[src/display_select.sv]
`timescale 1ns/1ps

module display_select (
  input  logic        clk_5M,
  input  logic        rst,
  input  logic        debug,
  input  logic [31:0] debug_word,
  input  logic [31:0] disp_value,
  output logic [31:0] show_value
);

  logic [31:0] show_q;

  // one register stage so the scanner never sees a half update
  always_ff @(posedge clk_5M) begin
    if (rst) begin
      show_q <= 32'h0;
    end else if (debug) begin
      // core debug word wins while debug is held
      show_q <= debug_word;
    end else begin
      show_q <= disp_value;
    end
  end

  assign show_value = show_q;

endmodule

[config.mk]
export PLATFORM = sky130hd
export DESIGN_NAME = display_select
export DESIGN_NICKNAME = d
export VERILOG_FILES = /design/src/display_select.sv
export SDC_FILE = /design/constraint.sdc
export NUM_CORES = 1
export LEC_CHECK = 0
export CAP_MARGIN = 25
export CORE_MARGIN = 2
export CORE_UTILIZATION = 53
export DETAILED_ROUTE_END_ITERATION = 7
export DONT_BUFFER_PORTS = 1
export PLACE_DENSITY = 0.71
export SKIP_CTS_REPAIR_TIMING = 1
export SYNTH_ARGS = -nofsm -noshare
export SYNTH_HDL_FRONTEND = slang
export SYNTH_SLANG_ARGS = --single-unit
[constraint.sdc]
create_clock -name clk_5M -period 0.88 [get_ports clk_5M]
set_clock_uncertainty 0.1 [all_clocks]
set_input_delay 0.176 -clock clk_5M [delete_from_list [all_inputs] [get_ports clk_5M]]
set_output_delay 0.176 -clock clk_5M [all_outputs]
set_load 0.01 [all_outputs]
==> results of run 1 <==
routing by layer:
metal	part of all wire (%)	wire, µm	vias up
met3	9.1	275	6
met5	0	0	-
met2	54	1650	67
li1	-	-	417
met1	35	1070	409
met4	1.2	35	0
report_power, final:
part	internal, mW	switching (mW)
combinational	0.227	0.0943
clock	0.394	0.462
sequential	1.57	0.0893
total	2.19	0.646
cell families after synthesis:
kind of cell | synth area share [%]
buffers and inverters | 7.10
DFF | 55.1
muxes | 27.5
and+or+nand+nor | 10.3
final cells by class:
type                            count  area, µm²  area share (%)
Sequential cell                    32        681            41.9
Multi-Input combinational cell     64        440            27.1
Timing Repair Buffer               41        410            25.3
Clock buffer                        8       58.8            3.62
Tap cell                           27       33.8            2.08
placed cells by master (no fill, tap or decap):
master | netlist | final
mux2i_1 | 32 | 32
dlygate4sd3_1 | 0 | 41
clkbuf_1 | 3 | 2
clkbuf_8 | 0 | 1
clkbuf_4 | 0 | 5
nor2_1 | 32 | 32
dfxtp_2 | 0 | 32
synth_stat cells:
| master | instances | share of area [%] |
|---|---|---|
| buf_6 | 1 | 0.97 |
| nor2_1 | 32 | 10 |
| buf_12 | 3 | 5.2 |
| mux2i_1 | 32 | 28 |
| dfxtp_1 | 32 | 55 |
| clkbuf_1 | 3 | 0.97 |
how the worst min path moves through the flow:
stage          slack (ns)                         to  start  depth (start not counted)
2_1_floorplan        0.15  show_value[30]$_SDFF_PP0_    rst                          1
3_3_place_gp         0.15  show_value[11]$_SDFF_PP0_    rst                          1
3_5_place_dp         0.15   show_value[7]$_SDFF_PP0_    rst                          1
4_1_cts             -0.20  show_value[18]$_SDFF_PP0_    rst                          1
5_1_grt             -0.08  show_value[21]$_SDFF_PP0_  debug                          2
6_report            -0.08   show_value[0]$_SDFF_PP0_  debug                          2
==> summary.md, run 1 <==
| Metric | Value |
|---|---|
| Status | complete, but fails checks |
| Failing checks | hold timing, setup timing |
| Filler cells | 129 |
| RSZ-0062 raised after global routing | true |
| F_max | 1.04 GHz |
| DP Wirelength | 1390 µm |
| Die height | about 51 µm |
| WP depth | 0 |
| Final Instance Area | 0.00162 mm² |
| Crit path to | show_value[22] |
| Drt first pass iters | 4 |
| Max reg flops | 32 |
| Drt wl/cell | ~18 µm |
| CP endpoint kind | output pin |
| Total CTS buffers | 5 |
| CP max FO | 1 |
| Die W | 50.9 µm |
| GPL Wtd Cong | 0.615 |
| IO Port Bufs | 0 |
| Final Non-Filler Cells | 172 |
| Number of global-route vias before repair | 669 |
| Diode count | 0 |
| Worst hold slack | -0.0807 ns |
| Total grt overflow | 0 |
| Post-Syn Area per Cell | 11.3 µm² |
| Hold crit path type | in -> reg |
| Tot Pwr | roughly 2.8 mW |
| Max Slew Vio Count | 0 |
| Crit Path Category | reg -> out |
| Final Critical Period | between 0.9 and 1 ns |
| Met3 Use GR | 9.06% |
| Post-Syn Instances | 103 |
| Die area | ~0.0026 mm² |
| Antenna Nets Post-Route | 0 |
| GR Util met2 | 25.2% |
| Setup Viol. Count Final | 42 |
| Mapped Nets | 170 |
| Sequential fraction of the synthesis area | between 50% and 60% |
| Worst Path Required | 0.60 ns |
| H-tree levels | 2 |
| Via Count | 899 |
| Final Hold Fails | 8 |
| Largest net degree at the start of global routing | 33 |
| TritonCTS Sinks | 32 |
| CTS tree | built |
| P&R area growth vs syn | 39.6% |
| Root Buffer | clkbuf_4 |
| GR Util All Layers | 16.0% |
| Row count | 16 |
| Drt first-iter violations | 3 |
| Setup TNS | -2.63 ns |
| Starting Density | between 50 and 60% |
| Via-per-instance ratio | 5.23 |
| Area of the core | 0.00202 mm² |
| Least-Margin Pin Slew | approximately 0.34 ns |
| Final design utilization | roughly four fifths |
| Final Cycle Share | 109% |
| Fin nets | 211 |
| I/O pins | slightly below 100 |
| DP Worst Slack | between 0.2 and 0.25 ns |
| CTS clk-pin slew, worst paths | 0.09 ns |
| Max-cap violations | 0 |
| CP Launch Type | flop |
| CP arrival | about 0.69 ns |
| Crit path from | show_value[22]$_SDFF_PP0_ |
| Final worst setup slack | -0.0832 ns |
| Layout cells sized above 1 | between 20% and 30% |
| Placed Cells | 123 |
| P_leak | 0.764 nW |
| Wirelength, routed | around 3000 µm |
| Antenna violations before repair | 0 |
| Peak supply drop | 1260 µV |
| Clk buf depth | 2 |
| Post-synthesis register bit count | 32 |
| Yosys warning count | 0 |
| Power Dens Cells | 1740 mW/mm² |
| Post-DP Area | between 0.001 and 0.0015 mm² |
| Synth unique cells | 6 |
| Busiest grt layer | met2 |
| Remaining DRCs | 0 |
| Met1 Use GR | 16.5% |
| Max-slew headroom | 77.0% |
| Global-route wire length before repair | 2840 µm |
| Netlist Area Pre-Place | 0.00116 mm² |
Power figures use the tool's default switching activity.
==> run 2: changes to the inputs <==
Settings changed: REMOVE_ABC_BUFFERS set to 1.
==> summary.md, run 2 (same netlist as run 1, synthesis figures left out) <==
| Metric | Value |
|---|---|
| P_leak | 0.752 nW (-1.6%) |
| Final Hold Fails | 7 (-1) |
| F_max | 1.06 GHz (+1.9%) |
| Total CTS buffers | 5 (unchanged) |
| IO Port Bufs | 0 (unchanged) |
| Max-cap violations | 0 (unchanged) |
| Diode count | 0 (unchanged) |
| Clock power share | 25.4% (-4.8 points) |
| Drt first pass iters | 4 (unchanged) |
| Die W | 50.9 µm (unchanged) |
| Worst hold slack | -0.0792 ns (+0.00150 ns) |
| Crit Path Category | reg -> out |
| DP Wirelength | 1500 µm (+7.7%) |
| GR Util All Layers | 16.4% (+0.43 points) |
| Seq pwr share | 62.8% (+4.3 points) |
| Worst Path Required | 0.60 ns (about the same) |
| Hold crit path type | in -> reg |
| Die area | 0.00259 mm² (unchanged) |
| CP Launch Type | flop |
| Layout cells sized above 1 | 26.2% (+0.034 points) |
| Remaining DRCs | 0 (unchanged) |
| Power Dens Cells | 1650 mW/mm² (-5.2%) |
| Final Critical Period | 0.945 ns (-0.0184 ns) |
| CP endpoint kind | output pin |
| CP max FO | 1 (unchanged) |
| Net Sw Frac | 21.9% (-0.93 points) |
| GPL Wtd Cong | 0.647 (+5.2%) |
| DP Worst Slack | 0.221 ns (-0.0215 ns) |
| H-tree levels | 2 (unchanged) |
| RSZ-0062 raised after global routing | true |
| Antenna violations before repair | 0 (unchanged) |
| Most frequent cells in the layout | 40 x dlygate4sd3_1, 32 x mux2i_1, 32 x nor2_1, 32 x dfxtp_2, 5 x clkbuf_4 |
| Largest net degree at the start of global routing | 33 (unchanged) |
| Setup Viol. Count Final | 42 (unchanged) |
| Antenna Nets Post-Route | 0 (unchanged) |
| Drt first-iter violations | 9 (+6) |
| Via-per-instance ratio | 5.18 (-0.92%) |
| Max reg flops | 32 (unchanged) |
| Max Slew Vio Count | 0 (unchanged) |
| I/O pins | 99 (unchanged) |
| Hold Path Cell Cnt | 2 (unchanged) |
| P&R area growth vs syn | 36.9% |
| Peak supply drop | 1210 µV (-4.2%) |
| Least-Margin Pin Slew | 0.338 ns (-0.00513 ns) |
| Logic pwr share | 11.7% (+0.4 points) |
| Failing checks | hold timing, setup timing |
| Area of the core | 0.00202 mm² (unchanged) |
| Status | complete, but fails checks |
| CTS clk-pin slew, worst paths | 0.08 ns (about the same) |
| Total grt overflow | 0 (unchanged) |
| Setup TNS | -2.09 ns (+0.541 ns) |
| Hold Path End | show_value[30]$_SDFF_PP0_ |
| Via Count | 870 (-3.2%) |
| Root Buffer | clkbuf_4 |
| Global-route wire length before repair | 3060 µm (+7.8%) |
| CP arrival | 0.67 ns (-0.02 ns) |
| Number of global-route vias before repair | 681 (+1.8%) |
| Most common cell after layout, fill and taps aside | dlygate4sd3_1 |
| Clk buf depth | 2 (unchanged) |
| Row count | 16 (unchanged) |
| Tot Pwr | 2.63 mW (-7.1%) |
| Hold_sp | debug |
| P_int | 2.06 mW (-5.9%) |
| Drt wl/cell | 16.5 µm (-6.8%) |
| Starting Density | 57.5% (unchanged) |
| Die height | 50.9 µm (unchanged) |
| Max-slew headroom | 77.4% (+0.34 points) |
| Final worst setup slack | -0.0648 ns (+0.0184 ns) |
| Fin nets | 210 (-0.47%) |
| CTS tree | built |
| Net Sw Power | 575 µW (-11%) |
| TritonCTS Sinks | 32 (unchanged) |
| Final Cycle Share | 107% (-2.1 points) |
| Wirelength, routed | 2770 µm (-9.0%) |
run 2: layout make-up:
cell class / count / area (µm²)
clock buffers: 5 / 37.5
fillers: 140 / 429
multi-input cells: 64 / 440
flip-flops and latches: 32 / 681
well taps: 27 / 33.8
repair buffers: 40 / 400
run 2: routing by layer:
layer  up-vias  part of all wire, %  track usage, %
li1        416                    -               -
met1       392                   35            17.2
met2        54                   53            27.6
met3         8                   10            7.60
met4         0                  1.8            8.11
met5         -                    0               0
run 2: worst max-delay path by stage:
stage	startpoint	end	slack, ns	cells after the start
global route	show_value[20]$_SDFF_PP0_	show_value[20]	-0.1	0
detailed placement	debug	show_value[23]$_SDFF_PP0_	0.22	2
global placement	show_value[17]$_SDFF_PP0_	show_value[17]	0.24	0
finish	show_value[23]$_SDFF_PP0_	show_value[23]	-0.06	0
floorplan	show_value[0]$_SDFF_PP0_	show_value[0]	0.27	0
CTS	show_value[23]$_SDFF_PP0_	show_value[23]	-0.1	0
run 2: power by group through the flow:
stage / Sequential, mW / Clock, mW / Combinational, mW
3_5_place_dp: 1.67 / 0 / 0.141
6_report: 1.66 / 0.670 / 0.309
5_1_grt: 1.67 / 0.748 / 0.342
2_1_floorplan: 1.66 / 0 / 0.126
3_3_place_gp: 1.67 / 0 / 0.131
4_1_cts: 1.63 / 0.688 / 0.141
run 2: per-stage QoR:
stage               utilization, %  instance area [µm²]  std cells
floorplan                        -                 1080         96
global placement              55.1                 1110        123
detailed placement            55.1                 1110        123
CTS                           57.0                 1150        128
global route                  78.8                 1590        168
finish                        78.8                 1590        168
