--- src/soc_pkg.sv ---
package soc_pkg;

  // data ram depth in 32-bit words
  localparam int RAM_WORDS = 256;
  localparam int RAM_AW = $clog2(RAM_WORDS);

  // region lives in address bits 31..28
  localparam logic [3:0] REGION_RAM = 4'h0;
  localparam logic [3:0] REGION_IO  = 4'h1;

  // io register word indexes
  localparam logic [2:0] IO_DISP      = 3'd0;
  localparam logic [2:0] IO_LED       = 3'd1;
  localparam logic [2:0] IO_UART_TX   = 3'd2;
  localparam logic [2:0] IO_UART_RX   = 3'd3;
  localparam logic [2:0] IO_UART_STAT = 3'd4;

  // clk_5M cycles per uart bit, roughly 115200 baud
  localparam int BAUD_DIV = 43;
  localparam int BAUD_W = $clog2(BAUD_DIV);
  localparam logic [BAUD_W-1:0] BAUD_LAST = BAUD_W'(BAUD_DIV - 1);
  // rx starts half a bit late so samples land mid-bit
  localparam logic [BAUD_W-1:0] BAUD_HALF = BAUD_W'(BAUD_DIV / 2);

  // seven-segment digits on the board
  localparam int DIGITS = 8;
  localparam int DIGIT_W = $clog2(DIGITS);
  localparam logic [DIGIT_W-1:0] DIGIT_LAST = DIGIT_W'(DIGITS - 1);

  // active-low segments for hex 0..f, index 0 first
  localparam logic [0:15][6:0] SEG_TABLE = {
    7'b0000001, 7'b1001111, 7'b0010010, 7'b0000110,
    7'b1001100, 7'b0100100, 7'b0100000, 7'b0001111,
    7'b0000000, 7'b0000100, 7'b0001000, 7'b1100000,
    7'b0110001, 7'b1000010, 7'b0110000, 7'b0111000
  };

  // address seen as a ram word pointer
  typedef struct packed {
    logic [3:0]         region;
    logic [25-RAM_AW:0] unused;
    logic [RAM_AW-1:0]  word;
    logic [1:0]         byte_off;
  } ram_addr_t;

  // same address seen as an io register pointer
  typedef struct packed {
    logic [3:0]  region;
    logic [22:0] unused;
    logic [2:0]  reg_idx;
    logic [1:0]  byte_off;
  } io_addr_t;

  typedef union packed {
    ram_addr_t ram;
    io_addr_t  io;
  } bus_addr_u;

  // one core-side bus request
  typedef struct packed {
    logic        wr;
    logic        rd;
    logic [3:0]  be;
    bus_addr_u   addr;
    logic [31:0] wdata;
  } bus_req_t;

  // request as the ram sees it
  typedef struct packed {
    logic [3:0]        we;
    logic              rd;
    logic [RAM_AW-1:0] word;
    logic [31:0]       wdata;
  } ram_req_t;

  // uart status word, bit 0 rx present, bit 1 tx busy
  typedef struct packed {
    logic [29:0] pad;
    logic        tx_busy;
    logic        rx_present;
  } uart_stat_t;

endpackage

--- src/mem_controller.sv ---
`timescale 1ns/1ps

module mem_controller (
  input  logic              clk_5M,
  input  logic              rst,
  input  soc_pkg::bus_req_t bus_req,
  output logic [31:0]       bus_rdata,
  output soc_pkg::ram_req_t ram_req,
  input  logic [31:0]       ram_rdata,
  output logic [31:0]       disp_value,
  output logic [15:0]       led,
  output logic              tx_start,
  output logic [7:0]        tx_byte,
  input  logic              tx_busy,
  output logic              rx_pop,
  input  logic [7:0]        rx_byte,
  input  logic              rx_present
);

  logic               is_ram;
  logic               is_io;
  logic               io_wr;
  logic               io_rd;
  logic [2:0]         reg_idx;
  logic [31:0]        disp_q;
  logic [15:0]        led_q;
  logic [31:0]        disp_next;
  logic [31:0]        led_next;
  logic [31:0]        io_rdata;
  soc_pkg::uart_stat_t stat;
  // read target of the previous cycle
  logic               rd_ram_q;
  logic [31:0]        io_rdata_q;

  // replace only the enabled byte lanes
  function automatic logic [31:0] merge_lanes(input logic [31:0] old_word,
                                              input logic [31:0] new_word,
                                              input logic [3:0]  be);
    logic [31:0] res;
    res = old_word;
    for (int i = 0; i < 4; i++) begin
      if (be[i]) begin
        res[i*8 +: 8] = new_word[i*8 +: 8];
      end
    end
    return res;
  endfunction

  // region decode on the top nibble
  assign is_ram  = (bus_req.addr.ram.region == soc_pkg::REGION_RAM);
  assign is_io   = (bus_req.addr.io.region == soc_pkg::REGION_IO);
  assign io_wr   = bus_req.wr && is_io;
  assign io_rd   = bus_req.rd && is_io;
  assign reg_idx = bus_req.addr.io.reg_idx;

  // ram gets strobes only for its own region
  assign ram_req.we    = (bus_req.wr && is_ram) ? bus_req.be : 4'b0000;
  assign ram_req.rd    = bus_req.rd && is_ram;
  assign ram_req.word  = bus_req.addr.ram.word;
  assign ram_req.wdata = bus_req.wdata;

  // tx write dropped while a frame is on the line
  assign tx_start = io_wr && (reg_idx == soc_pkg::IO_UART_TX) && !tx_busy;
  assign tx_byte  = bus_req.wdata[7:0];
  // pop happens in the strobe cycle, byte is captured below
  assign rx_pop   = io_rd && (reg_idx == soc_pkg::IO_UART_RX);

  assign disp_next = merge_lanes(disp_q, bus_req.wdata, bus_req.be);
  // led only has the two low lanes
  assign led_next  = merge_lanes({16'h0000, led_q}, bus_req.wdata, bus_req.be);

  always_comb begin
    stat            = '0;
    stat.rx_present = rx_present;
    stat.tx_busy    = tx_busy;
  end

  // register file read mux
  always_comb begin
    case (reg_idx)
      soc_pkg::IO_DISP:      io_rdata = disp_q;
      soc_pkg::IO_LED:       io_rdata = {16'h0000, led_q};
      soc_pkg::IO_UART_RX:   io_rdata = {24'h000000, rx_byte};
      soc_pkg::IO_UART_STAT: io_rdata = stat;
      // tx register is write only
      default:               io_rdata = 32'h0;
    endcase
  end

  always_ff @(posedge clk_5M) begin
    if (rst) begin
      disp_q <= 32'h0;
      led_q  <= 16'h0000;
    end else if (io_wr) begin
      if (reg_idx == soc_pkg::IO_DISP) begin
        disp_q <= disp_next;
      end
      if (reg_idx == soc_pkg::IO_LED) begin
        led_q <= led_next[15:0];
      end
    end
  end

  // remember where the read went, hold it until the next read
  always_ff @(posedge clk_5M) begin
    if (rst) begin
      rd_ram_q   <= 1'b0;
      io_rdata_q <= 32'h0;
    end else if (bus_req.rd) begin
      rd_ram_q   <= is_ram;
      // unmapped regions read zero
      io_rdata_q <= is_io ? io_rdata : 32'h0;
    end
  end

  // ram holds its own read register between reads
  assign bus_rdata  = rd_ram_q ? ram_rdata : io_rdata_q;
  assign disp_value = disp_q;
  assign led        = led_q;

endmodule

--- config.mk ---
export PLATFORM = sky130hd
export DESIGN_NAME = mem_controller
export DESIGN_NICKNAME = d
export VERILOG_FILES = /design/src/soc_pkg.sv /design/src/mem_controller.sv
export SDC_FILE = /design/constraint.sdc
export NUM_CORES = 1
export LEC_CHECK = 0
export BUFFER_PORTS_ARGS = -buffer_cell sky130_fd_sc_hd__buf_2
export CAP_MARGIN = 20
export CORE_MARGIN = 2
export CORE_UTILIZATION = 49
export DETAILED_ROUTE_END_ITERATION = 10
export PLACE_DENSITY = 0.86
export SLEW_MARGIN = 10
export SYNTH_ARGS = -nofsm -noshare
export SYNTH_HDL_FRONTEND = slang
export SYNTH_SLANG_ARGS = --single-unit
--- constraint.sdc ---
create_clock -name clk_5M -period 2.8 [get_ports clk_5M]
set_input_delay 0.42 -clock clk_5M [delete_from_list [all_inputs] [get_ports clk_5M]]
set_output_delay 0.42 -clock clk_5M [all_outputs]
set_load 0.02 [all_outputs]
==> flow_summary.ini <==
[run_status]
status = completed

[logic_synthesis]
post_synth.cell_area_avg_um2 = 9.48
combinational_family_with_the_most_area_after_synthesis = simple AND/OR/NAND/NOR gates
synth_seq_cells = 81
synth.lib_cells_used.distinct = 36
synth_fa_ha_area_frac = 0
syn_area_um2 = 4640
muxShareOfSynthArea = 0.188
synth_cells = 489
synth.yosys.warnings = 0
synth_nets = 603
synth_compound_gate_area_share = 0.123
synth_sequential_area_ratio = 0.350
post_synth_and_or_nand_nor_area_fraction = 0.221
synth_xor_xnor_area_share = 0

[global_route]
first_global_vias = 3892
globalRouteTotalUtil = 0.235
grt-ovfl-total = 0
first_pass_grt_wire_length_mm = 19.2
grt_max_degree = 50
initial_antenna_violation_count = 0

[setup_path]
setup.reg_to_reg.worst_slack_ps = 1430
worst-endpoint-arrival_ps = 1920
startpoint = rd_ram_q
required_ps = 2380
reg2reg_capture_point = rd_ram_q
crit_type = register to output port
critical_path_peak_fanout = 24
endpoint_kind = output port
startpoint_type = register
timing.critical_path.to = bus_rdata[27]
worstReg2RegStart = rd_ram_q
r2r.worst_path.cells = 3

[clocking]
clk_transition_reported_paths_ps = 90
post_cts_buffers = 0
cts_resized = 0
insertion_delay_ps = 350
maximum_clock_insertion_buffer_count = 2
cts.sink_count = 81
clock-root-buffer = sky130_fd_sc_hd__clkbuf_8
cts_inserted_buffers = 9
htreeDepth = 3
cts_hold_buffers = 0
tritoncts = done

[final_layout]
register_area_um2 = 1620
post-route-cell-area_um2 = 5650
post_route_cells_drive_above_1_share = 0.488
finish.net_count = 753
syn_to_final_growth_pct = 21.9
num-fill-cells = 789
multi_input_area_um2 = 2480
insertedDiodeCount = 0

[pwr]
p_int_uw = 1880
seqPwrFrac = 0.462
power_leakage_uw = 0.00265
irDropWorstVdd_uv = 195
clockPowerShare = 0.416
power.switching_uw = 614
cellPowerDensity_nw_per_um2 = 442
comb_power_share = 0.122
switching_share = 0.246

[timing]
fin_worst_skew_ps = 15.1
fin_worst_hold_slack_ps = 343
tightestPinTransition_ps = 779
max_freq_mhz = 427
finalWorstPathRequiredPeriod_ps = 2340
finalCritPeriodShare = 0.836
timing.max_slew.rel_slack = 0.481
timing.final.hold_violations = 0
final_max_slew_viol_count = 0
total_setup_violations_reported_at_the_end_of_the_flow = 0
setup-tns-final_ps = 0
grt_setup_unrepaired = false

[route]
routedWlPerCell_um = 17.0
drtAntennaViolNets = 0
detail_route.vias_per_cell = 5.51
wl_mm = 12.8
drtPass1Iterations = 4
detail_route.drc_violations = 0
number_of_drc_markers_after_the_initial_detailed_route_iteration = 190
num_vias = 4154

[floorplanning]
die_height_um = 101
dieArea_um2 = 10300
die-width_um = 101
start_util = 0.504
floorplan_core_area_um2 = 9200
placementRows = 35
io_pins = 249

[place]
postPlaceCellArea_um2 = 5410
port_buffers = 218
place.detailed.hpwl_mm = 9.51
globalplace.congestion = 0.839

[worst_hold_path]
hold_class = input port to register

[flow_run]
cap_violations = 0
[worst min path at each step]
stage	from	end	slack (ps)	cells past startpoint
after global routing	bus_req[14]	led[14]	340	3
after global placement	io_rdata_q[9]	io_rdata_q[9]	460	2
final	bus_req[9]	disp_value[9]	340	3
after CTS	bus_req[13]	disp_value[13]	330	3
after floorplan	io_rdata_q[15]	io_rdata_q[15]	440	1
after detailed placement	io_rdata_q[10]	io_rdata_q[10]	460	2
[flip-flops by register name, summed over array words and instances (netlist names)]
name	count
disp_value	32
rd_ram_q	1
led	16
io_rdata_q	32
[placed cells by master, fill, tap and decap left out, types with 9 or more instances in the layout]
cell                         n
sky130_fd_sc_hd__mux2i_1    43
sky130_fd_sc_hd__clkbuf_8   10
sky130_fd_sc_hd__dfxtp_1    81
sky130_fd_sc_hd__nand2b_1   74
sky130_fd_sc_hd__a21oi_1    23
sky130_fd_sc_hd__mux2_2     39
sky130_fd_sc_hd__nand2_1    16
sky130_fd_sc_hd__buf_2     217
sky130_fd_sc_hd__a22o_1      9
sky130_fd_sc_hd__buf_4      12
sky130_fd_sc_hd__o31ai_2    10
sky130_fd_sc_hd__nand4_1    25
sky130_fd_sc_hd__o31ai_1    22
sky130_fd_sc_hd__or3b_2     16
[synth_stat cells, drive strengths merged]
cell type,instances,share of area
and4,3,0.0057
and3,3,0.0040
or3b,17,0.032
a21oi,23,0.025
a21bo,1,0.0022
or3,2,0.0027
buf,59,0.094
dfxtp,81,0.35
nor2,3,0.0024
nor3,2,0.0032
and3b,1,0.0019
nor2b,2,0.0027
and2,5,0.0067
nand3,2,0.0022
clkbuf,31,0.025
o31ai,32,0.063
nand4,25,0.034
and4b,1,0.0022
a22o,9,0.017
nor4,2,0.0027
o21ba,1,0.0022
mux2i,43,0.093
nand2,16,0.013
o22ai,2,0.0027
nand2b,74,0.10
or2,1,0.0014
nor3b,3,0.0049
o2bb2ai,6,0.011
mux2,39,0.095
[metal layers]
metal | up-vias | global-route usage | wire (µm)
met5 | - | 0 | 0
met4 | 0 | 0.102 | 334
met3 | 25 | 0.0380 | 709
met2 | 166 | 0.399 | 6420
met1 | 1969 | 0.294 | 5310
li1 | 1994 | - | -
[final cells by class]
type | instances | area share
Tap cell | 111 | 0.0246
Clock buffer | 10 | 0.0243
Multi-Input combinational cell | 318 | 0.438
Sequential cell | 81 | 0.287
Timing Repair Buffer | 229 | 0.208
Clock inverter | 5 | 0.0184
[metrics by stage]
stage / setup slack (ps) / total power (µW) / cells / utilization
2_1_floorplan: 752 / 1400 / 489 / -
3_3_place_gp: 550 / 1480 / 739 / 0.589
3_5_place_dp: 483 / 1480 / 739 / 0.589
4_1_cts: 437 / 2510 / 754 / 0.615
5_1_grt: 355 / 2580 / 754 / 0.615
6_report: 458 / 2500 / 754 / 0.615
[power by group through the flow]
| stage | Clock [µW] | Sequential (µW) | Combinational (µW) |
|---|---|---|---|
| after floorplan | 0 | 1180 | 219 |
| after global placement | 0 | 1180 | 295 |
| after detailed placement | 0 | 1180 | 302 |
| after CTS | 1050 | 1150 | 303 |
| after global routing | 1100 | 1150 | 327 |
| final | 1040 | 1150 | 306 |
[cells by family after synthesis]
| kind of cell | after synthesis |
|---|---|
| buffers and inverters | 90 |
| muxes | 82 |
| DFF | 81 |
| and+or+nand+nor | 162 |
| AOI/OAI and AO/OA | 74 |
[worst max-delay path: stages, from the launching register on]
cell and delay, ps:
sky130_fd_sc_hd__dfxtp_1 630, sky130_fd_sc_hd__buf_4 390, sky130_fd_sc_hd__mux2_2 380, sky130_fd_sc_hd__buf_2 160
No activity file was read; power rests on OpenSTA's default activity.
