`src/soc_pkg.sv`:
```
package soc_pkg;

  // data ram depth in 32-bit words
  localparam int RAM_WORDS = 256;
  localparam int RAM_AW = $clog2(RAM_WORDS);

  // region lives in address bits 31..28
  localparam logic [3:0] REGION_RAM = 4'h0;
  localparam logic [3:0] REGION_IO  = 4'h1;

  // io register word indexes
  localparam logic [2:0] IO_DISP      = 3'd0;
  localparam logic [2:0] IO_LED       = 3'd1;
  localparam logic [2:0] IO_UART_TX   = 3'd2;
  localparam logic [2:0] IO_UART_RX   = 3'd3;
  localparam logic [2:0] IO_UART_STAT = 3'd4;

  // clk_5M cycles per uart bit, roughly 115200 baud
  localparam int BAUD_DIV = 43;
  localparam int BAUD_W = $clog2(BAUD_DIV);
  localparam logic [BAUD_W-1:0] BAUD_LAST = BAUD_W'(BAUD_DIV - 1);
  // rx starts half a bit late so samples land mid-bit
  localparam logic [BAUD_W-1:0] BAUD_HALF = BAUD_W'(BAUD_DIV / 2);

  // seven-segment digits on the board
  localparam int DIGITS = 8;
  localparam int DIGIT_W = $clog2(DIGITS);
  localparam logic [DIGIT_W-1:0] DIGIT_LAST = DIGIT_W'(DIGITS - 1);

  // active-low segments for hex 0..f, index 0 first
  localparam logic [0:15][6:0] SEG_TABLE = {
    7'b0000001, 7'b1001111, 7'b0010010, 7'b0000110,
    7'b1001100, 7'b0100100, 7'b0100000, 7'b0001111,
    7'b0000000, 7'b0000100, 7'b0001000, 7'b1100000,
    7'b0110001, 7'b1000010, 7'b0110000, 7'b0111000
  };

  // address seen as a ram word pointer
  typedef struct packed {
    logic [3:0]         region;
    logic [25-RAM_AW:0] unused;
    logic [RAM_AW-1:0]  word;
    logic [1:0]         byte_off;
  } ram_addr_t;

  // same address seen as an io register pointer
  typedef struct packed {
    logic [3:0]  region;
    logic [22:0] unused;
    logic [2:0]  reg_idx;
    logic [1:0]  byte_off;
  } io_addr_t;

  typedef union packed {
    ram_addr_t ram;
    io_addr_t  io;
  } bus_addr_u;

  // one core-side bus request
  typedef struct packed {
    logic        wr;
    logic        rd;
    logic [3:0]  be;
    bus_addr_u   addr;
    logic [31:0] wdata;
  } bus_req_t;

  // request as the ram sees it
  typedef struct packed {
    logic [3:0]        we;
    logic              rd;
    logic [RAM_AW-1:0] word;
    logic [31:0]       wdata;
  } ram_req_t;

  // uart status word, bit 0 rx present, bit 1 tx busy
  typedef struct packed {
    logic [29:0] pad;
    logic        tx_busy;
    logic        rx_present;
  } uart_stat_t;

endpackage

```
`src/seg_scanner.sv`:
```
`timescale 1ns/1ps

module seg_scanner (
  input  logic                       clk_5M,
  input  logic                       rst,
  input  logic [31:0]                show_value,
  output logic [soc_pkg::DIGITS-1:0] an,
  output logic [6:0]                 sev_out
);

  logic [soc_pkg::DIGIT_W-1:0] digit_q;
  logic [soc_pkg::DIGIT_W-1:0] digit_next;
  logic [soc_pkg::DIGITS-1:0]  an_q;
  logic [soc_pkg::DIGITS-1:0]  an_next;
  logic [6:0]                  seg_q;
  logic [3:0]                  nib_next;
  logic [3:0]                  nib_first;

  // digit 7 wraps to digit 0
  always_comb begin
    if (digit_q == soc_pkg::DIGIT_LAST) begin
      digit_next = '0;
    end else begin
      digit_next = digit_q + 1'b1;
    end
  end

  // one anode low, active-low one-hot
  always_comb begin
    an_next = '1;
    an_next[digit_next] = 1'b0;
  end

  // nibble of the digit being switched on
  assign nib_next  = show_value[digit_next*4 +: 4];
  assign nib_first = show_value[3:0];

  // anode and segments load together, so they always match
  always_ff @(posedge clk_5M) begin
    if (rst) begin
      digit_q <= '0;
      an_q    <= {{(soc_pkg::DIGITS-1){1'b1}}, 1'b0};
      seg_q   <= soc_pkg::SEG_TABLE[nib_first];
    end else begin
      digit_q <= digit_next;
      an_q    <= an_next;
      seg_q   <= soc_pkg::SEG_TABLE[nib_next];
    end
  end

  assign an      = an_q;
  assign sev_out = seg_q;

endmodule

```
`config.mk`:
```
export PLATFORM = sky130hd
export DESIGN_NAME = seg_scanner
export DESIGN_NICKNAME = d
export VERILOG_FILES = /design/src/soc_pkg.sv /design/src/seg_scanner.sv
export SDC_FILE = /design/constraint.sdc
export NUM_CORES = 1
export LEC_CHECK = 0
export BUFFER_PORTS_ARGS = -buffer_cell sky130_fd_sc_hd__clkbuf_2
export CAP_MARGIN = 10
export CORE_MARGIN = 10
export CORE_UTILIZATION = 30
export DETAILED_ROUTE_END_ITERATION = 12
export GPL_TIMING_DRIVEN = 0
export PLACE_DENSITY = 0.55
export RECOVER_POWER = 25
export REMOVE_ABC_BUFFERS = 1
export SYNTH_ARGS = -nofsm -noshare
export SYNTH_HDL_FRONTEND = slang
export SYNTH_SLANG_ARGS = --single-unit
```
`constraint.sdc`:
```
create_clock -name clk_5M -period 2.9 [get_ports clk_5M]
set_input_delay 0.58 -clock clk_5M [delete_from_list [all_inputs] [get_ports clk_5M]]
set_output_delay 0.58 -clock clk_5M [all_outputs]
set_load 0.02 [all_outputs]
```
==> results.sh, run 1 <==
export IMPL_status="complete, no violations"
export IMPL_critPathRequiredTime_ps=3020
export IMPL_fin_cells=239
export IMPL_grt_pass1_vias=1138
export IMPL_ys_flop_type="dfxtp_1"
export IMPL_dr_total_vias=1157
export IMPL_htreeDepth=1
export IMPL_vias_per_cell=4.84
export IMPL_synth_top_area_share_pct=27.2
export IMPL_synthTopCellsByArea="dfxtp_1 27%, mux4_2 15%, ha_1 13%, mux2i_1 7.6%, mux2_2 4.3%"
export IMPL_p_sw_uw=336
export IMPL_p_clk_share_pct=21.0
export IMPL_critPathLaunchType="flip-flop"
export IMPL_grt_total_usage_pct=8.53
export IMPL_worstPathMaxFanout=15
export IMPL_finClkSkew_ps=0.752
export IMPL_p_total_uw=982
export IMPL_clock_latency_ps=250
export IMPL_gp_congestion=0.819
export IMPL_final_setup_tns_ps=0
export IMPL_initial_core_util_pct=30.6
export IMPL_dp_cells=222
export IMPL_critPathCaptureType="flip-flop"
export IMPL_worstMarginPinSlew_ps=604
export IMPL_port_buffers=48
export IMPL_fin_area_um2=1780
export IMPL_synth_cells=132
export IMPL_fmax_ghz=0.358
export IMPL_fp_dieH_um=86.4
export IMPL_routed_wl_mm=3.41
export IMPL_root_buffer="clkbuf_8"
export IMPL_post_dp_cell_area_um2=1580
export IMPL_switching_share_pct=34.2
export IMPL_utilization_pct=41.3
export IMPL_ctsLongestPathBuffers=2
export IMPL_pwr_share_seq_pct=29.4
export IMPL_fin_crit_sh_pct=96.4
export IMPL_cts_tree="yes"
export IMPL_remaining_drc_errors=0
export IMPL_rows=24
export IMPL_grt_overflow_total=0
export IMPL_dieArea_um2=7470
export IMPL_clock_sinks=18
export IMPL_hold_viol=0
export IMPL_rsz0062_at_grt="yes"
export IMPL_cap_violations=0
export IMPL_grt_max_degree=19
export IMPL_syn2layout_area_growth_pct=34.8
export IMPL_slew_violations=0
export IMPL_drive_gt1_share_pct=44.9
export IMPL_synth_edff_count=0
export IMPL_pwr_share_comb_pct=49.6
export IMPL_ys_types=30
export IMPL_synth_largest_area_cell="dfxtp_1"
export IMPL_setup_viol=0
export IMPL_synth_seq_cells=18
export IMPL_synth_area_um2=1320
export IMPL_cp_data_arrival_time_ps=2920
export IMPL_hp_class="reg -> reg"
export IMPL_cts_made_buffers=3
export IMPL_antenna_found_initial=0
export IMPL_grt_pass1_wl_mm=5.29
export IMPL_dr_pass1_iters=4
export IMPL_syn_area_per_cell_um2=10.0
export IMPL_intPower_uw=646
export IMPL_hpwl_mm=2.58
export IMPL_seq_area_frac_synth_pct=27.2
export IMPL_core_area_um2=4320
export IMPL_wire_per_inst_um=14.3
export IMPL_fill_cells=440
export IMPL_vdd_drop_max_v=0.000208
export IMPL_ys_warn_count=0
export IMPL_powerDensity_nw_per_um2=550
export IMPL_drtIter0Drc=54
export IMPL_path_clk_slew_ps=70
export IMPL_relSlewSlack_pct=59.7
export IMPL_ant_nets=0
export IMPL_antennaDiodeCount=0
export IMPL_die_x_um=86.4
export IMPL_leakagePower_uw=0.000824
export IMPL_crit_type="reg -> reg"
export IMPL_finalNetCount=236
export IMPL_io_pins=49
export IMPL_synth_async_reset_ratio_pct=0
export IMPL_netlist_top_cells_count="18 x dfxtp_1, 14 x ha_1, 11 x inv_1, 10 x mux2i_1, 10 x nand2_1"
export IMPL_synth_most_common_cell="dfxtp_1"
export IMPL_finalCriticalPeriod_ps=2800
export IMPL_ctsHoldBuffers=0
[worst paths after layout]
path,startpoint,depth (start not counted),slack [ps],end
hold reg to reg,digit_q[0],1,580,digit_q[0]
setup / recovery,digit_q[0],9,100,sev_out[4]
hold / removal,digit_q[0],1,580,digit_q[0]
setup reg to reg,digit_q[0],9,100,sev_out[4]
[state kept, by name, summed over array words and instances (netlist names)]
register,flops
digit_q,3
sev_out,7
an,8
[kinds of logic after synthesis]
| logic type | synth area share, % |
|---|---|
| AND/OR/NAND/NOR | 12.2 |
| AO/OA/AOI/OAI | 9.45 |
| adder cells (fa/ha/maj) | 13.2 |
| multiplexers | 30.5 |
| flip-flops | 27.2 |
| XOR/XNOR | 0.662 |
| buffers and inverters | 6.71 |
[per-stage QoR]
step / hold slack, ps / worst slack (ps)
2_1_floorplan: 536 / -30.6
3_3_place_gp: 581 / -463
3_5_place_dp: 570 / -522
4_1_cts: 580 / 35.7
5_1_grt: 612 / -86.6
6_report: 583 / 105
[cells in the final DEF (no fill, tap or decap), drive strengths merged, types with 6 or more instances in the layout]
| master | netlist | routed |
|---|---|---|
| nor2 | 7 | 7 |
| inv | 11 | 11 |
| dfxtp | 18 | 18 |
| buf | 4 | 13 |
| ha | 14 | 14 |
| nand2 | 10 | 10 |
| a21oi | 6 | 6 |
| clkbuf | 6 | 52 |
| mux2i | 12 | 12 |
| mux4 | 9 | 9 |
[layer usage]
| metal | wire length [um] | vias up | track usage, % |
|---|---|---|---|
| li1 | - | 586 | - |
| met1 | 1580 | 527 | 10.3 |
| met2 | 1500 | 40 | 13.5 |
| met3 | 276 | 4 | 2.53 |
| met4 | 53 | 0 | 3.98 |
| met5 | 0 | - | 0 |
[what timing repair did]
action,CTS,global route
endpoints found under the setup margin,7,4
setup buffers,0,13
gates resized for setup,4,0
[power by group through the flow]
stage	clock (uW)	sequential, uW	combinational, uW
after floorplan	0	331	243
after global placement	0	294	385
after detailed placement	0	295	389
after CTS	209	289	403
after global routing	217	293	533
final	206	289	487
[critical path, stage by stage (launching register included)]
cell	delay, ps
dfxtp_1	350
ha_1	240
ha_4	400
mux4_2	540
mux2_2	330
inv_1	100
ha_1	260
nor3_1	90
a311oi_1	300
a31oi_1	60
[area by class of cell]
| type | count | area (um2) | share of cell area (%) |
|---|---|---|---|
| sequential | 18 | 360 | 20.2 |
| clock buffer | 4 | 55.1 | 3.09 |
| inverter | 11 | 41.3 | 2.31 |
| multi-input combinational | 93 | 900 | 50.4 |
| tap | 52 | 65.1 | 3.65 |
| timing repair buffer | 61 | 363 | 20.3 |
No activity file was read; power rests on OpenSTA's default activity.
==> run 2, diff against run 1 <==
--- a/config.mk
+++ b/config.mk
@@ -5,13 +5,14 @@
 export SDC_FILE = /design/constraint.sdc
 export NUM_CORES = 1
 export LEC_CHECK = 0
+export ABC_CLOCK_PERIOD_IN_PS = 3140
 export BUFFER_PORTS_ARGS = -buffer_cell sky130_fd_sc_hd__clkbuf_2
 export CAP_MARGIN = 10
 export CORE_MARGIN = 10
 export CORE_UTILIZATION = 30
 export DETAILED_ROUTE_END_ITERATION = 12
 export GPL_TIMING_DRIVEN = 0
-export PLACE_DENSITY = 0.55
+export PLACE_DENSITY = 0.53
 export RECOVER_POWER = 25
 export REMOVE_ABC_BUFFERS = 1
 export SYNTH_ARGS = -nofsm -noshare
==> constraint.sdc (replaced) <==
create_clock -name clk_5M -period 3.14 [get_ports clk_5M]
set_input_delay 0.628 -clock clk_5M [delete_from_list [all_inputs] [get_ports clk_5M]]
set_output_delay 0.628 -clock clk_5M [all_outputs]
set_load 0.02 [all_outputs]
==> run 2 against run 1 <==
Clock skew increased by 0.77 ps. Fmax increased by 0.41%. Combinational power decreased by 25%. First-iteration DRC count increased by 15%. Global-route usage increased by 0.066 points. Sequential share of layout area increased by 1.6 points. Worst setup slack improved by 250 ps. Final cell count decreased by 5.4%. Clock power decreased by 8%. Count of clock-buffer cells in the layout unchanged. Critical path type unchanged. Critical endpoint is now sev_out[1]. Highest routed layer unchanged.
==> results.sh, run 2 (synthesis gave the netlist of run 1 again) <==
export IMPL_grt_pass1_vias=1145
export IMPL_vias_per_cell=4.82
export IMPL_vdd_drop_max_v=0.000151
export IMPL_core_area_um2=4320
export IMPL_htreeDepth=1
export IMPL_cap_violations=0
export IMPL_min_delay_start="digit_q[0]"
export IMPL_fmax_ghz=0.359
export IMPL_clock_latency_ps=250
export IMPL_worstPathMaxFanout=15
export IMPL_path_clk_slew_ps=70
export IMPL_dieArea_um2=7470
export IMPL_p_total_uw=819
export IMPL_r2r_slack_ps=360
export IMPL_wire_per_inst_um=14.7
export IMPL_place_ws_ps=-212
export IMPL_finClkSkew_ps=1.53
export IMPL_min_path_cells=1
export IMPL_p_clk_share_pct=23.1
export IMPL_gp_congestion=0.780
export IMPL_pwr_share_seq_pct=32.6
export IMPL_slew_violations=0
export IMPL_leakagePower_uw=0.000736
export IMPL_rr_startpoint="digit_q[0]"
export IMPL_cts_tree="yes"
export IMPL_port_buffers=48
export IMPL_dr_total_vias=1090
export IMPL_crit_type="reg -> reg"
export IMPL_critical_path_startpoint="digit_q[0]"
export IMPL_critPathLaunchType="flip-flop"
export IMPL_rows=24
export IMPL_root_buffer="clkbuf_8"
export IMPL_antenna_found_initial=0
export IMPL_fin_ws_ps=356
export IMPL_die_x_um=86.4
export IMPL_hpwl_mm=2.78
export IMPL_clock_sinks=18
export IMPL_critPathCaptureType="flip-flop"
export IMPL_endpoint="sev_out[1]"
export IMPL_cp_data_arrival_time_ps=2910
export IMPL_worstMarginPinSlew_ps=595
export IMPL_ctsLongestPathBuffers=2
export IMPL_hold_worst_slack_ps=590
export IMPL_status="complete, no violations"
export IMPL_ctsHoldBuffers=0
export IMPL_switching_share_pct=35.0
export IMPL_rsz0062_at_grt="no"
export IMPL_finalCriticalPeriod_ps=2780
export IMPL_relSlewSlack_pct=60.4
export IMPL_critPathRequiredTime_ps=3270
export IMPL_fin_crit_sh_pct=88.7
export IMPL_grt_total_usage_pct=8.59
export IMPL_layout_commonest_cell="clkbuf_2"
export IMPL_ant_nets=0
export IMPL_grt_pass1_wl_mm=5.28
export IMPL_hp_class="reg -> reg"
export IMPL_setup_viol=0
export IMPL_pwr_share_comb_pct=44.3
export IMPL_antennaDiodeCount=0
export IMPL_syn2layout_area_growth_pct=25.0
export IMPL_drive_gt1_share_pct=37.4
export IMPL_postCtsSetupRepairBufs=0
export IMPL_io_pins=49
export IMPL_fp_dieH_um=86.4
export IMPL_dr_pass1_iters=4
export IMPL_r2r_end="sev_out[1]"
export IMPL_cts_made_buffers=3
export IMPL_initial_core_util_pct=30.6
export IMPL_r2r_cells=10
export IMPL_grt_max_degree=19
export IMPL_finalNetCount=223
export IMPL_largest_reg_flops=8
export IMPL_hold_viol=0
export IMPL_remaining_drc_errors=0
export IMPL_final_setup_tns_ps=0
export IMPL_powerDensity_nw_per_um2=495
export IMPL_grt_overflow_total=0
export IMPL_drtIter0Drc=62
export IMPL_p_sw_uw=286
export IMPL_routed_wl_mm=3.32
export IMPL_intPower_uw=532
export IMPL_layout_common_cells="42 x clkbuf_2, 18 x dfxtp_1, 13 x ha_1, 11 x inv_1, 10 x nand2_1"
run 2: repair_timing:
item / in CTS / in global routing
setup endpoints to repair: 6 / 4
hold endpoints to repair: 0 / 0
cloned: 0 / 0
gates resized for setup: 2 / 2
run 2: power groups by stage:
stage                     Combinational [uW]  Sequential, uW  Clock [uW]
final                                    363             267         189
after global routing                     404             271         205
after CTS                                363             267         196
after detailed placement                 359             273           0
after global placement                   354             271           0
after floorplan                          224             305           0
run 2: through the flow:
stage / area (um2) / utilization (%) / std cells
3_5_place_dp: 1580 / 36.6 / 222
6_report: 1650 / 38.3 / 226
2_1_floorplan: 1280 / - / 122
5_1_grt: 1650 / 38.3 / 226
3_3_place_gp: 1580 / 36.6 / 222
4_1_cts: 1640 / 38.0 / 226
run 2: layer usage:
metal  global-route usage (%)  vias up  routed length (um)
met5                        0        -                   0
met4                     4.57        0                  77
met3                     2.72        7                 241
met2                     14.4       32                1640
met1                     9.48      496                1360
li1                         -      555                   -
run 2: area by class of cell:
class | instances | area [um2]
clock buffer | 4 | 55.1
fill | 450 | 2670
inverter | 11 | 41.3
multi-input combinational | 93 | 900
sequential | 18 | 360
tap | 52 | 65.1
timing repair buffer | 48 | 233
run 2: worst max-delay path, cell delays in order, from the launching register on:
cell	delay [ps]
dfxtp_1	340
ha_1	240
ha_4	400
mux4_2	560
mux2i_4	270
inv_1	100
ha_1	230
inv_1	90
mux2i_1	80
a211oi_1	280
a21oi_1	60
run 2: worst min path at each step:
stage / end / slack (ps)
after floorplan: digit_q[0] / 540
after global placement: digit_q[0] / 570
after detailed placement: digit_q[0] / 580
after CTS: digit_q[0] / 590
after global routing: digit_q[0] / 620
final: digit_q[0] / 590
