`config.mk`:
```
export PLATFORM = sky130hd
export DESIGN_NAME = uart_link
export DESIGN_NICKNAME = d
export VERILOG_FILES = /design/src/soc_pkg.sv /design/src/uart_link.sv
export SDC_FILE = /design/constraint.sdc
export NUM_CORES = 1
export LEC_CHECK = 0
export ABC_AREA = 1
export BUFFER_PORTS_ARGS = -buffer_cell sky130_fd_sc_hd__buf_2
export CAP_MARGIN = 20
export CORE_AREA = 2 2 104 56
export CTS_CLUSTER_SIZE = 24
export DETAILED_ROUTE_END_ITERATION = 16
export DIE_AREA = 0 0 106 58
export PLACE_DENSITY = 0.61
export SETUP_SLACK_MARGIN = 0.2
export SLEW_MARGIN = 0
export SYNTH_ARGS = -nofsm -noshare
export SYNTH_HDL_FRONTEND = slang
export SYNTH_SLANG_ARGS = --single-unit
```
`constraint.sdc`:
```
create_clock -name clk_5M -period 2.3 [get_ports clk_5M]
set_input_delay 0 -clock clk_5M [delete_from_list [all_inputs] [get_ports clk_5M]]
set_output_delay 0 -clock clk_5M [all_outputs]
set_load 0.005 [all_outputs]
```
`src/soc_pkg.sv`:
```
package soc_pkg;

  // data ram depth in 32-bit words
  localparam int RAM_WORDS = 256;
  localparam int RAM_AW = $clog2(RAM_WORDS);

  // region lives in address bits 31..28
  localparam logic [3:0] REGION_RAM = 4'h0;
  localparam logic [3:0] REGION_IO  = 4'h1;

  // io register word indexes
  localparam logic [2:0] IO_DISP      = 3'd0;
  localparam logic [2:0] IO_LED       = 3'd1;
  localparam logic [2:0] IO_UART_TX   = 3'd2;
  localparam logic [2:0] IO_UART_RX   = 3'd3;
  localparam logic [2:0] IO_UART_STAT = 3'd4;

  // clk_5M cycles per uart bit, roughly 115200 baud
  localparam int BAUD_DIV = 43;
  localparam int BAUD_W = $clog2(BAUD_DIV);
  localparam logic [BAUD_W-1:0] BAUD_LAST = BAUD_W'(BAUD_DIV - 1);
  // rx starts half a bit late so samples land mid-bit
  localparam logic [BAUD_W-1:0] BAUD_HALF = BAUD_W'(BAUD_DIV / 2);

  // seven-segment digits on the board
  localparam int DIGITS = 8;
  localparam int DIGIT_W = $clog2(DIGITS);
  localparam logic [DIGIT_W-1:0] DIGIT_LAST = DIGIT_W'(DIGITS - 1);

  // active-low segments for hex 0..f, index 0 first
  localparam logic [0:15][6:0] SEG_TABLE = {
    7'b0000001, 7'b1001111, 7'b0010010, 7'b0000110,
    7'b1001100, 7'b0100100, 7'b0100000, 7'b0001111,
    7'b0000000, 7'b0000100, 7'b0001000, 7'b1100000,
    7'b0110001, 7'b1000010, 7'b0110000, 7'b0111000
  };

  // address seen as a ram word pointer
  typedef struct packed {
    logic [3:0]         region;
    logic [25-RAM_AW:0] unused;
    logic [RAM_AW-1:0]  word;
    logic [1:0]         byte_off;
  } ram_addr_t;

  // same address seen as an io register pointer
  typedef struct packed {
    logic [3:0]  region;
    logic [22:0] unused;
    logic [2:0]  reg_idx;
    logic [1:0]  byte_off;
  } io_addr_t;

  typedef union packed {
    ram_addr_t ram;
    io_addr_t  io;
  } bus_addr_u;

  // one core-side bus request
  typedef struct packed {
    logic        wr;
    logic        rd;
    logic [3:0]  be;
    bus_addr_u   addr;
    logic [31:0] wdata;
  } bus_req_t;

  // request as the ram sees it
  typedef struct packed {
    logic [3:0]        we;
    logic              rd;
    logic [RAM_AW-1:0] word;
    logic [31:0]       wdata;
  } ram_req_t;

  // uart status word, bit 0 rx present, bit 1 tx busy
  typedef struct packed {
    logic [29:0] pad;
    logic        tx_busy;
    logic        rx_present;
  } uart_stat_t;

endpackage

```
`src/uart_link.sv`:
```
`timescale 1ns/1ps

module uart_link (
  input  logic       clk_5M,
  input  logic       rst,
  input  logic       rx,
  output logic       tx,
  input  logic       tx_start,
  input  logic [7:0] tx_byte,
  output logic       tx_busy,
  input  logic       rx_pop,
  output logic [7:0] rx_byte,
  output logic       rx_present
);

  // transmit side
  logic                        tx_q;
  logic                        tx_busy_q;
  logic [8:0]                  tx_shift;
  logic [soc_pkg::BAUD_W-1:0]  tx_cnt;
  logic [3:0]                  tx_bit;

  // receive side
  logic                        rx_s1;
  logic                        rx_s2;
  logic                        rx_active;
  logic [soc_pkg::BAUD_W-1:0]  rx_cnt;
  logic [3:0]                  rx_bit;
  logic [7:0]                  rx_shift;
  logic [7:0]                  rx_hold;
  logic                        rx_present_q;

  // start bit goes out at the start edge, data and stop follow
  always_ff @(posedge clk_5M) begin
    if (rst) begin
      tx_q      <= 1'b1;
      tx_busy_q <= 1'b0;
      tx_cnt    <= '0;
      tx_bit    <= 4'd0;
    end else if (!tx_busy_q) begin
      if (tx_start) begin
        tx_q      <= 1'b0;
        tx_busy_q <= 1'b1;
        tx_cnt    <= '0;
        tx_bit    <= 4'd0;
      end
    end else if (tx_cnt == soc_pkg::BAUD_LAST) begin
      tx_cnt <= '0;
      if (tx_bit == 4'd9) begin
        // stop bit done, line already idle high
        tx_busy_q <= 1'b0;
      end else begin
        tx_q   <= tx_shift[0];
        tx_bit <= tx_bit + 4'd1;
      end
    end else begin
      tx_cnt <= tx_cnt + 1'b1;
    end
  end

  // lsb first, stop bit rides at the top
  always_ff @(posedge clk_5M) begin
    if (!tx_busy_q && tx_start) begin
      tx_shift <= {1'b1, tx_byte};
    end else if (tx_busy_q && tx_cnt == soc_pkg::BAUD_LAST) begin
      tx_shift <= {1'b1, tx_shift[8:1]};
    end
  end

  // two-flop synchronizer, idles high
  always_ff @(posedge clk_5M) begin
    if (rst) begin
      rx_s1 <= 1'b1;
      rx_s2 <= 1'b1;
    end else begin
      rx_s1 <= rx;
      rx_s2 <= rx_s1;
    end
  end

  // bit 0 start check, 1..8 data, 9 stop
  always_ff @(posedge clk_5M) begin
    if (rst) begin
      rx_active    <= 1'b0;
      rx_cnt       <= '0;
      rx_bit       <= 4'd0;
      rx_present_q <= 1'b0;
    end else begin
      if (rx_pop) begin
        rx_present_q <= 1'b0;
      end
      if (!rx_active) begin
        if (!rx_s2) begin
          rx_active <= 1'b1;
          rx_cnt    <= soc_pkg::BAUD_HALF;
          rx_bit    <= 4'd0;
        end
      end else if (rx_cnt != '0) begin
        rx_cnt <= rx_cnt - 1'b1;
      end else begin
        rx_cnt <= soc_pkg::BAUD_LAST;
        rx_bit <= rx_bit + 4'd1;
        if (rx_bit == 4'd0 && rx_s2) begin
          // glitch, not a real start bit
          rx_active <= 1'b0;
        end else if (rx_bit == 4'd9) begin
          rx_active <= 1'b0;
          // new byte beats a pop in the same cycle
          if (rx_s2) begin
            rx_present_q <= 1'b1;
          end
        end
      end
    end
  end

  // data path of the receiver
  always_ff @(posedge clk_5M) begin
    if (rx_active && rx_cnt == '0) begin
      if (rx_bit >= 4'd1 && rx_bit <= 4'd8) begin
        rx_shift <= {rx_s2, rx_shift[7:1]};
      end
      // unread byte simply gets overwritten
      if (rx_bit == 4'd9 && rx_s2) begin
        rx_hold <= rx_shift;
      end
    end
  end

  assign tx         = tx_q;
  assign tx_busy    = tx_busy_q;
  assign rx_byte    = rx_hold;
  assign rx_present = rx_present_q;

endmodule
```
==> results of run 1 <==
-- path summary, 6_finish.rpt --
| path | startpoint | to | slack (ns) | depth (start not counted) |
|---|---|---|---|---|
| setup / recovery | tx_cnt[0] | tx | 0.77 | 9 |
| hold / removal | tx_start | tx_busy | 0.03 | 3 |
| setup reg to reg | tx_cnt[0] | tx | 0.77 | 9 |
| hold reg to reg | rx_s1 | rx_s2 | 0.42 | 1 |
-- power by group --
part,internal (mW),switching [mW]
Combinational,0.0750,0.118
Clock,0.325,0.299
Sequential,0.962,0.0256
-- synth_stat cells (all sizes together) (2+ instances only) --
master	count
nor3	2
nand3	21
xor2	3
nand4	3
o22ai	2
nor2	25
o211ai	2
inv	31
nand2	60
a211oi	2
a21oi	20
o21ai	6
edfxtp	24
dfxtp	26
or2	4
ha	9
-- kinds of logic (layout without fill, tap and decap cells) --
| kind of cell | count (synthesis) | after routing |
|---|---|---|
| adders and majority gates | 9 | 9 |
| AOI/OAI and AO/OA | 33 | 33 |
| and+or+nand+nor | 116 | 116 |
| buffers and inverters | 34 | 75 |
| xor gates and xnor gates | 4 | 4 |
| DFF | 50 | 50 |
-- metal layers --
| layer | global-route usage, % | up-vias | share of wire [%] |
|---|---|---|---|
| met5 | 0 | - | 0 |
| met4 | 3.95 | 0 | 0.67 |
| met3 | 4.05 | 4 | 5.0 |
| met2 | 19.9 | 33 | 37 |
| met1 | 25.6 | 744 | 57 |
| li1 | - | 893 | - |
-- registers in the layout, summed over array words and instances, names as in the netlist --
| signal | cells |
|---|---|
| rx_s1 | 1 |
| tx_busy | 1 |
| rx_bit | 4 |
| rx_active | 1 |
| tx_shift | 8 |
| tx | 1 |
| rx_byte | 8 |
| tx_cnt | 6 |
| tx_bit | 4 |
| rx_present | 1 |
| rx_shift | 8 |
| rx_s2 | 1 |
| rx_cnt | 6 |
-- through the flow --
step / cell area (sq um) / setup slack, ns / power, mW / util, % / std cells
final: 2680 / 0.774 / 1.80 / 51.0 / 360
after detailed placement: 2470 / 0.773 / 1.19 / 47.0 / 342
after global routing: 2680 / 0.580 / 1.88 / 51.0 / 360
after CTS: 2680 / 0.767 / 1.82 / 51.0 / 360
after floorplan: 2260 / 0.536 / 1.14 / - / 246
after global placement: 2470 / 0.805 / 1.19 / 47.0 / 342
-- cell usage in the layout (no fill, tap or decap), drive strengths merged, types with 6 or more instances in the layout --
master	Yosys	layout
nand2	60	60
inv	31	31
dfxtp	26	26
buf	1	25
nor2	25	25
edfxtp	24	24
nand3	21	21
a21oi	20	20
dlygate4sd3	0	10
ha	9	9
o21ai	6	6
clkbuf	1	6
-- critical path: cells and delay by family (launching register included) --
| family | cells | cell delay (ns) |
|---|---|---|
| AND/OR/NAND/NOR | 7 | 0.81 |
| flip-flops | 1 | 0.33 |
| buffers and inverters | 1 | 0.09 |
| adder cells (fa/ha/maj) | 1 | 0.18 |
-- cell type report --
type	count	area (sq um)	share of cell area (%)
inverters	32	123	4.58
well taps	73	91.3	3.41
multi-input cells	162	885	33.0
clock buffers	6	72.6	2.71
repair buffers	35	230	8.59
flip-flops and latches	50	1240	46.3
clock inverters	2	37.5	1.40
==> summary.md, run 1 <==
| Metric | Value |
|---|---|
| Area growth, synth to finish | 18.4% |
| Chip width | about 110 microns |
| DRC Markers | 0 |
| Routed vias | 1674 |
| TritonCTS clock tree | built |
| Post-layout min period | 1.53 ns |
| FP Rows | 19 |
| CP max FO | 14 |
| Netlist Area Pre-Place | around 0.0023 sq mm |
| GRT Resource Usage Total | 15.6% |
| Clock edge transition at the registers on the reported setup and hold paths | 0.10 ns |
| Skew final | 0.0110 ns |
| CP Cell Sequence | inv_1 > ha_1 > nand3_1 > nor2_1 > nand2_2 > nand2_2 > nand2_2 > nand2_1 > nand3_1 |
| Vias in the first global route | roughly 1500 |
| Setup TNS | 0 ns |
| Yosys top cell area share | 31.8% |
| Total of max-cap violations | 0 |
| Main combinational cell family by area after synthesis | simple AND/OR/NAND/NOR gates |
| CP dominant cell by count | nand2_2 |
| Final Hold Fails | 0 |
| Worst-margin pin slew | roughly 0.46 ns |
| Max-slew headroom | between 60% and 70% |
| Final Max Slew Viols | 0 |
| Largest net degree at the start of global routing | 17 |
| EDFF count, synth | 24 |
| Crit Path Category | reg2reg |
| CTS-repair resized insts | 0 |
| Setup violators final | 0 |
| Layout cells sized above 1 | 18.5% |
| DP Wirelength | 3.03 mm |
| Max incr delay on CP | 0.33 ns |
| Fmax achieved | 0.655 GHz |
| Final wirelength | approximately 4.3 mm |
| Synth Area in Compound Gates | 7.90% |
| DR pass1 iterations | 4 |
| CP startpoint kind | flop |
| CTS buffer count | 5 |
| Primary FF master, synth | dfxtp_1 |
| Routed len/inst | between 10 and 15 microns |
| CP arrival | 1.72 ns |
| Unrepaired setup endpoints after global routing | false |
| Worst IR Drop VDD | approximately 0.30 mV |
| # IOs | 24 |
| XOR/XNOR share of the synthesized area | 1.55% |
| Simple-Gate Fraction of Synth Area | 24.7% |
| Outcome | completed |
| Routability Congestion | 0.794 |
| CP Capture Type | flop |
| Antenna-violating nets left | 0 |
| Initial core utilization | 43.1% |
| Die area | slightly above 0.006 sq mm |
| Ys async rst share | 0% |
| Global-route wire length before repair | 7.29 mm |
| Min Hold Slack | between 0.02 and 0.03 ns |
| Fill cells | 482 |
| Mapped Nets | about 270 |
| CTS HTree Levels | 2 |
| P per Cell Area | 673 mW/mm^2 |
| Net count, final | 308 |
| CTS Buffer Depth | 2 |
| Clock Latency Late Sink | 0.30 ns |
| Biggest area consumer among synthesized cells | edfxtp_1 |
| Syn Inst Count | 246 |
| Worst EP required | between 2 and 2.5 ns |
| # Post-CTS Setup Buffers | 0 |
| Initial antenna violation count | 0 |
| Post-synthesis sequential element count | 50 |
| IO buf count | 23 |
| Final Cycle Share | roughly two thirds |
| Core box area | 0.00525 sq mm |
| # diodes | 0 |
| Sequential fraction of the synthesis area | 54.8% |
| Clock sinks | 50 |
| Drt via density | 4.65 |
| Leakage power | 1.11 nW |
| Netlist cell types | 30 |
| Worst min-delay path category | in2reg |
| Post-synthesis adder-cell area fraction | 4.98% |
| Post-synthesis mux area share | 0% |
| Top post-synthesis cells by area | edfxtp_1, dfxtp_1, nand2_1 |
| Slowest CP cell | dfxtp_1 |
| Syn. warnings | 0 |
| Remaining global-route overflow | 0 |
| Hold-fix buffers at CTS | 10 |
| DR iter-0 viols | 117 |
| Root Buffer | clkbuf_8 |
| Die H | 58 microns |
| Syn_area_per_cell | ~9.2 sq um |
No activity file was read; power rests on OpenSTA's default activity.
==> inputs of run 2 (changes only) <==
==> constraint.sdc (replaced) <==
create_clock -name clk_5M -period 1.5 [get_ports clk_5M]
set_input_delay 0 -clock clk_5M [delete_from_list [all_inputs] [get_ports clk_5M]]
set_output_delay 0 -clock clk_5M [all_outputs]
set_load 0.005 [all_outputs]
==> summary.md, run 2 (synthesis results as in run 1) <==
| Metric | Value |
|---|---|
| Die area | about 0.0061 sq mm |
| TritonCTS clock tree | built |
| Global-route wire length before repair | 8.82 mm |
| Initial antenna violation count | 0 |
| Largest net degree at the start of global routing | 17 |
| Global Route met1 Usage | between 20% and 30% |
| Routability Congestion | 0.765 |
| Setup violators final | 0 |
| DRC Markers | 0 |
| Total of max-cap violations | 0 |
| Layout cells sized above 1 | about two fifths |
| Routed len/inst | 13.9 microns |
| Core box area | 0.00525 sq mm |
| Leakage power | 1.28 nW |
| Vias in the first global route | 1795 |
| Clock edge transition at the registers on the reported setup and hold paths | 0.09 ns |
| Remaining global-route overflow | 0 |
| M3 GR Usage | 4.61% |
| Root Buffer | clkbuf_8 |
| Unrepaired setup endpoints after global routing | true |
| Post-layout util | 60.1% |
| GR peak layer | met1 |
| Reg2reg end | rx_shift[1] |
| Routed vias | roughly 1800 |
| Clock sinks | 50 |
| GR Util met2 | a little over a quarter |
| Worst IR Drop VDD | 0.440 mV |
| Antenna-violating nets left | 0 |
| Most frequent cells in the layout | nand2_1, edfxtp_1, buf_2 |
| Commonest non-fill, non-tap cell in the layout | nand2_1 |
| Post-layout min period | 1.37 ns |
| CP max FO | 8 |
| Clock Latency Late Sink | 0.30 ns |
| CP arrival | approximately 1.4 ns |
| DR pass1 iterations | 4 |
| Final Max Slew Viols | 0 |
| FP Rows | 19 |
| GRT Resource Usage Total | 18.8% |
| P per Cell Area | 873 mW/mm^2 |
| Setup TNS | 0 ns |
| Worst EP required | 1.53 ns |
| Crit Path Category | reg2reg |
| # IOs | 24 |
| Critical path launch point | rx_bit[3] |
| Outcome | completed |
| Skew final | 0.00411 ns |
| Final Hold Fails | 0 |
| Initial core utilization | 43.1% |
| Fill cells | 446 |
| Max incr delay on CP | 0.46 ns |
| CP bufs+invs | 1 |
| Setup crit end | rx_shift[1] |
| DP Wirelength | ~3.3 mm |
| Total power draw | 2.76 mW |
| IO buf count | 23 |
| DR iter-0 viols | 109 |
| CP top delay family | simple AND/OR/NAND/NOR gates |
| # diodes | 0 |
| CTS HTree Levels | 2 |
| CP Cell Sequence | nor2_1 > nand2_4 > nor2_4 > nor3_4 > buf_12 |
| Worst min-delay path category | in2reg |
| Area growth, synth to finish | 39.5% |
| Worst-margin pin slew | between 0.3 and 0.4 ns |
| CP startpoint kind | flop |
| Min Hold Slack | roughly 0.084 ns |
| Max-slew headroom | 74.1% |
| CTS buffer count | 5 |
| Drt via density | 4.79 |
| Slowest CP cell | dfxtp_1 |
| Die H | 58 microns |
| Post-route insts no fill | 385 |
| CTS Buffer Depth | 2 |
| Fmax achieved | 0.728 GHz |
| Worst r2r src | rx_bit[3] |
| Chip width | ~110 microns |
| Final Cycle Share | 91.6% |
| Net count, final | 333 |
| Internal reg-to-reg setup slack | 0.13 ns |
| Worst Reg-to-Reg Cells | 5 |
| Placed cell count | 354 |
| Final wirelength | 5.36 mm |
| Critical Path Stages | 5 |
| CP Capture Type | flop |
## run 2: cell types whose count changed in the layout (fill, tap and decap cells not counted), sizes merged
cell	change
buf	+24
bufinv	-1
clkbuf	-1
clkinv	+1
inv	+1
nand2	+1
## run 2: layout make-up
class / count / area, sq um / share of cell area (%)
Sequential cell: 50 / 1260 / 39.8
Multi-Input combinational cell: 163 / 1150 / 36.4
Inverter: 32 / 128 / 4.04
Tap cell: 73 / 91.3 / 2.89
Timing Repair Buffer: 59 / 443 / 14.0
Clock buffer: 5 / 68.8 / 2.18
Clock inverter: 3 / 20.0 / 0.634
## run 2: worst min-delay path by stage
stage / end / cells past startpoint / slack (ns) / from
after CTS: tx_busy / 4 / 0.08 / tx_start
after global routing: tx_cnt[1] / 3 / 0.10 / rst
after global placement: rx_s1 / 2 / 0.19 / rx
after floorplan: tx_bit[3] / 1 / 0.07 / rst
after detailed placement: rx_s1 / 2 / 0.19 / rx
final: tx_cnt[1] / 3 / 0.08 / rst
## run 2: worst min-delay path, delay by kind of cell
family / cells / cell delay, ns
AO/OA/AOI/OAI: 1 / 0.04
buffers and inverters: 2 / 0.31
## run 2: layer usage
metal	vias to the layer above	routed length [microns]
li1	949	-
met1	862	2780
met2	29	2360
met3	5	177
met4	0	49
met5	-	0
## run 2: power breakdown
| group | switching [mW] | internal (mW) | total [mW] | leakage, nW |
|---|---|---|---|---|
| registers | 0.0383 | 1.48 | 1.51 | 0.435 |
| logic | 0.252 | 0.204 | 0.456 | 0.806 |
| clock network | 0.457 | 0.329 | 0.786 | 0.0422 |
| total | 0.747 | 2.01 | 2.76 | 1.28 |
## run 2: per-stage QoR
step | setup WS (ns) | instance area, sq um
after floorplan | 0.108 | 2310
after detailed placement | 0.0352 | 2630
after global routing | 0.0904 | 3160
final | 0.126 | 3160
after global placement | 0.0663 | 2630
after CTS | 0.162 | 3020
## run 2: what timing repair did
action / in CTS / in global routing
gates resized for setup: 30 / 29
hold buffers: 10 / 0
buffers inserted: 9 / 3
hold endpoints to repair: 10 / 0
pin swaps: 10 / 14
endpoints found under the setup margin: 29 / 51
gates cloned: 1 / 0
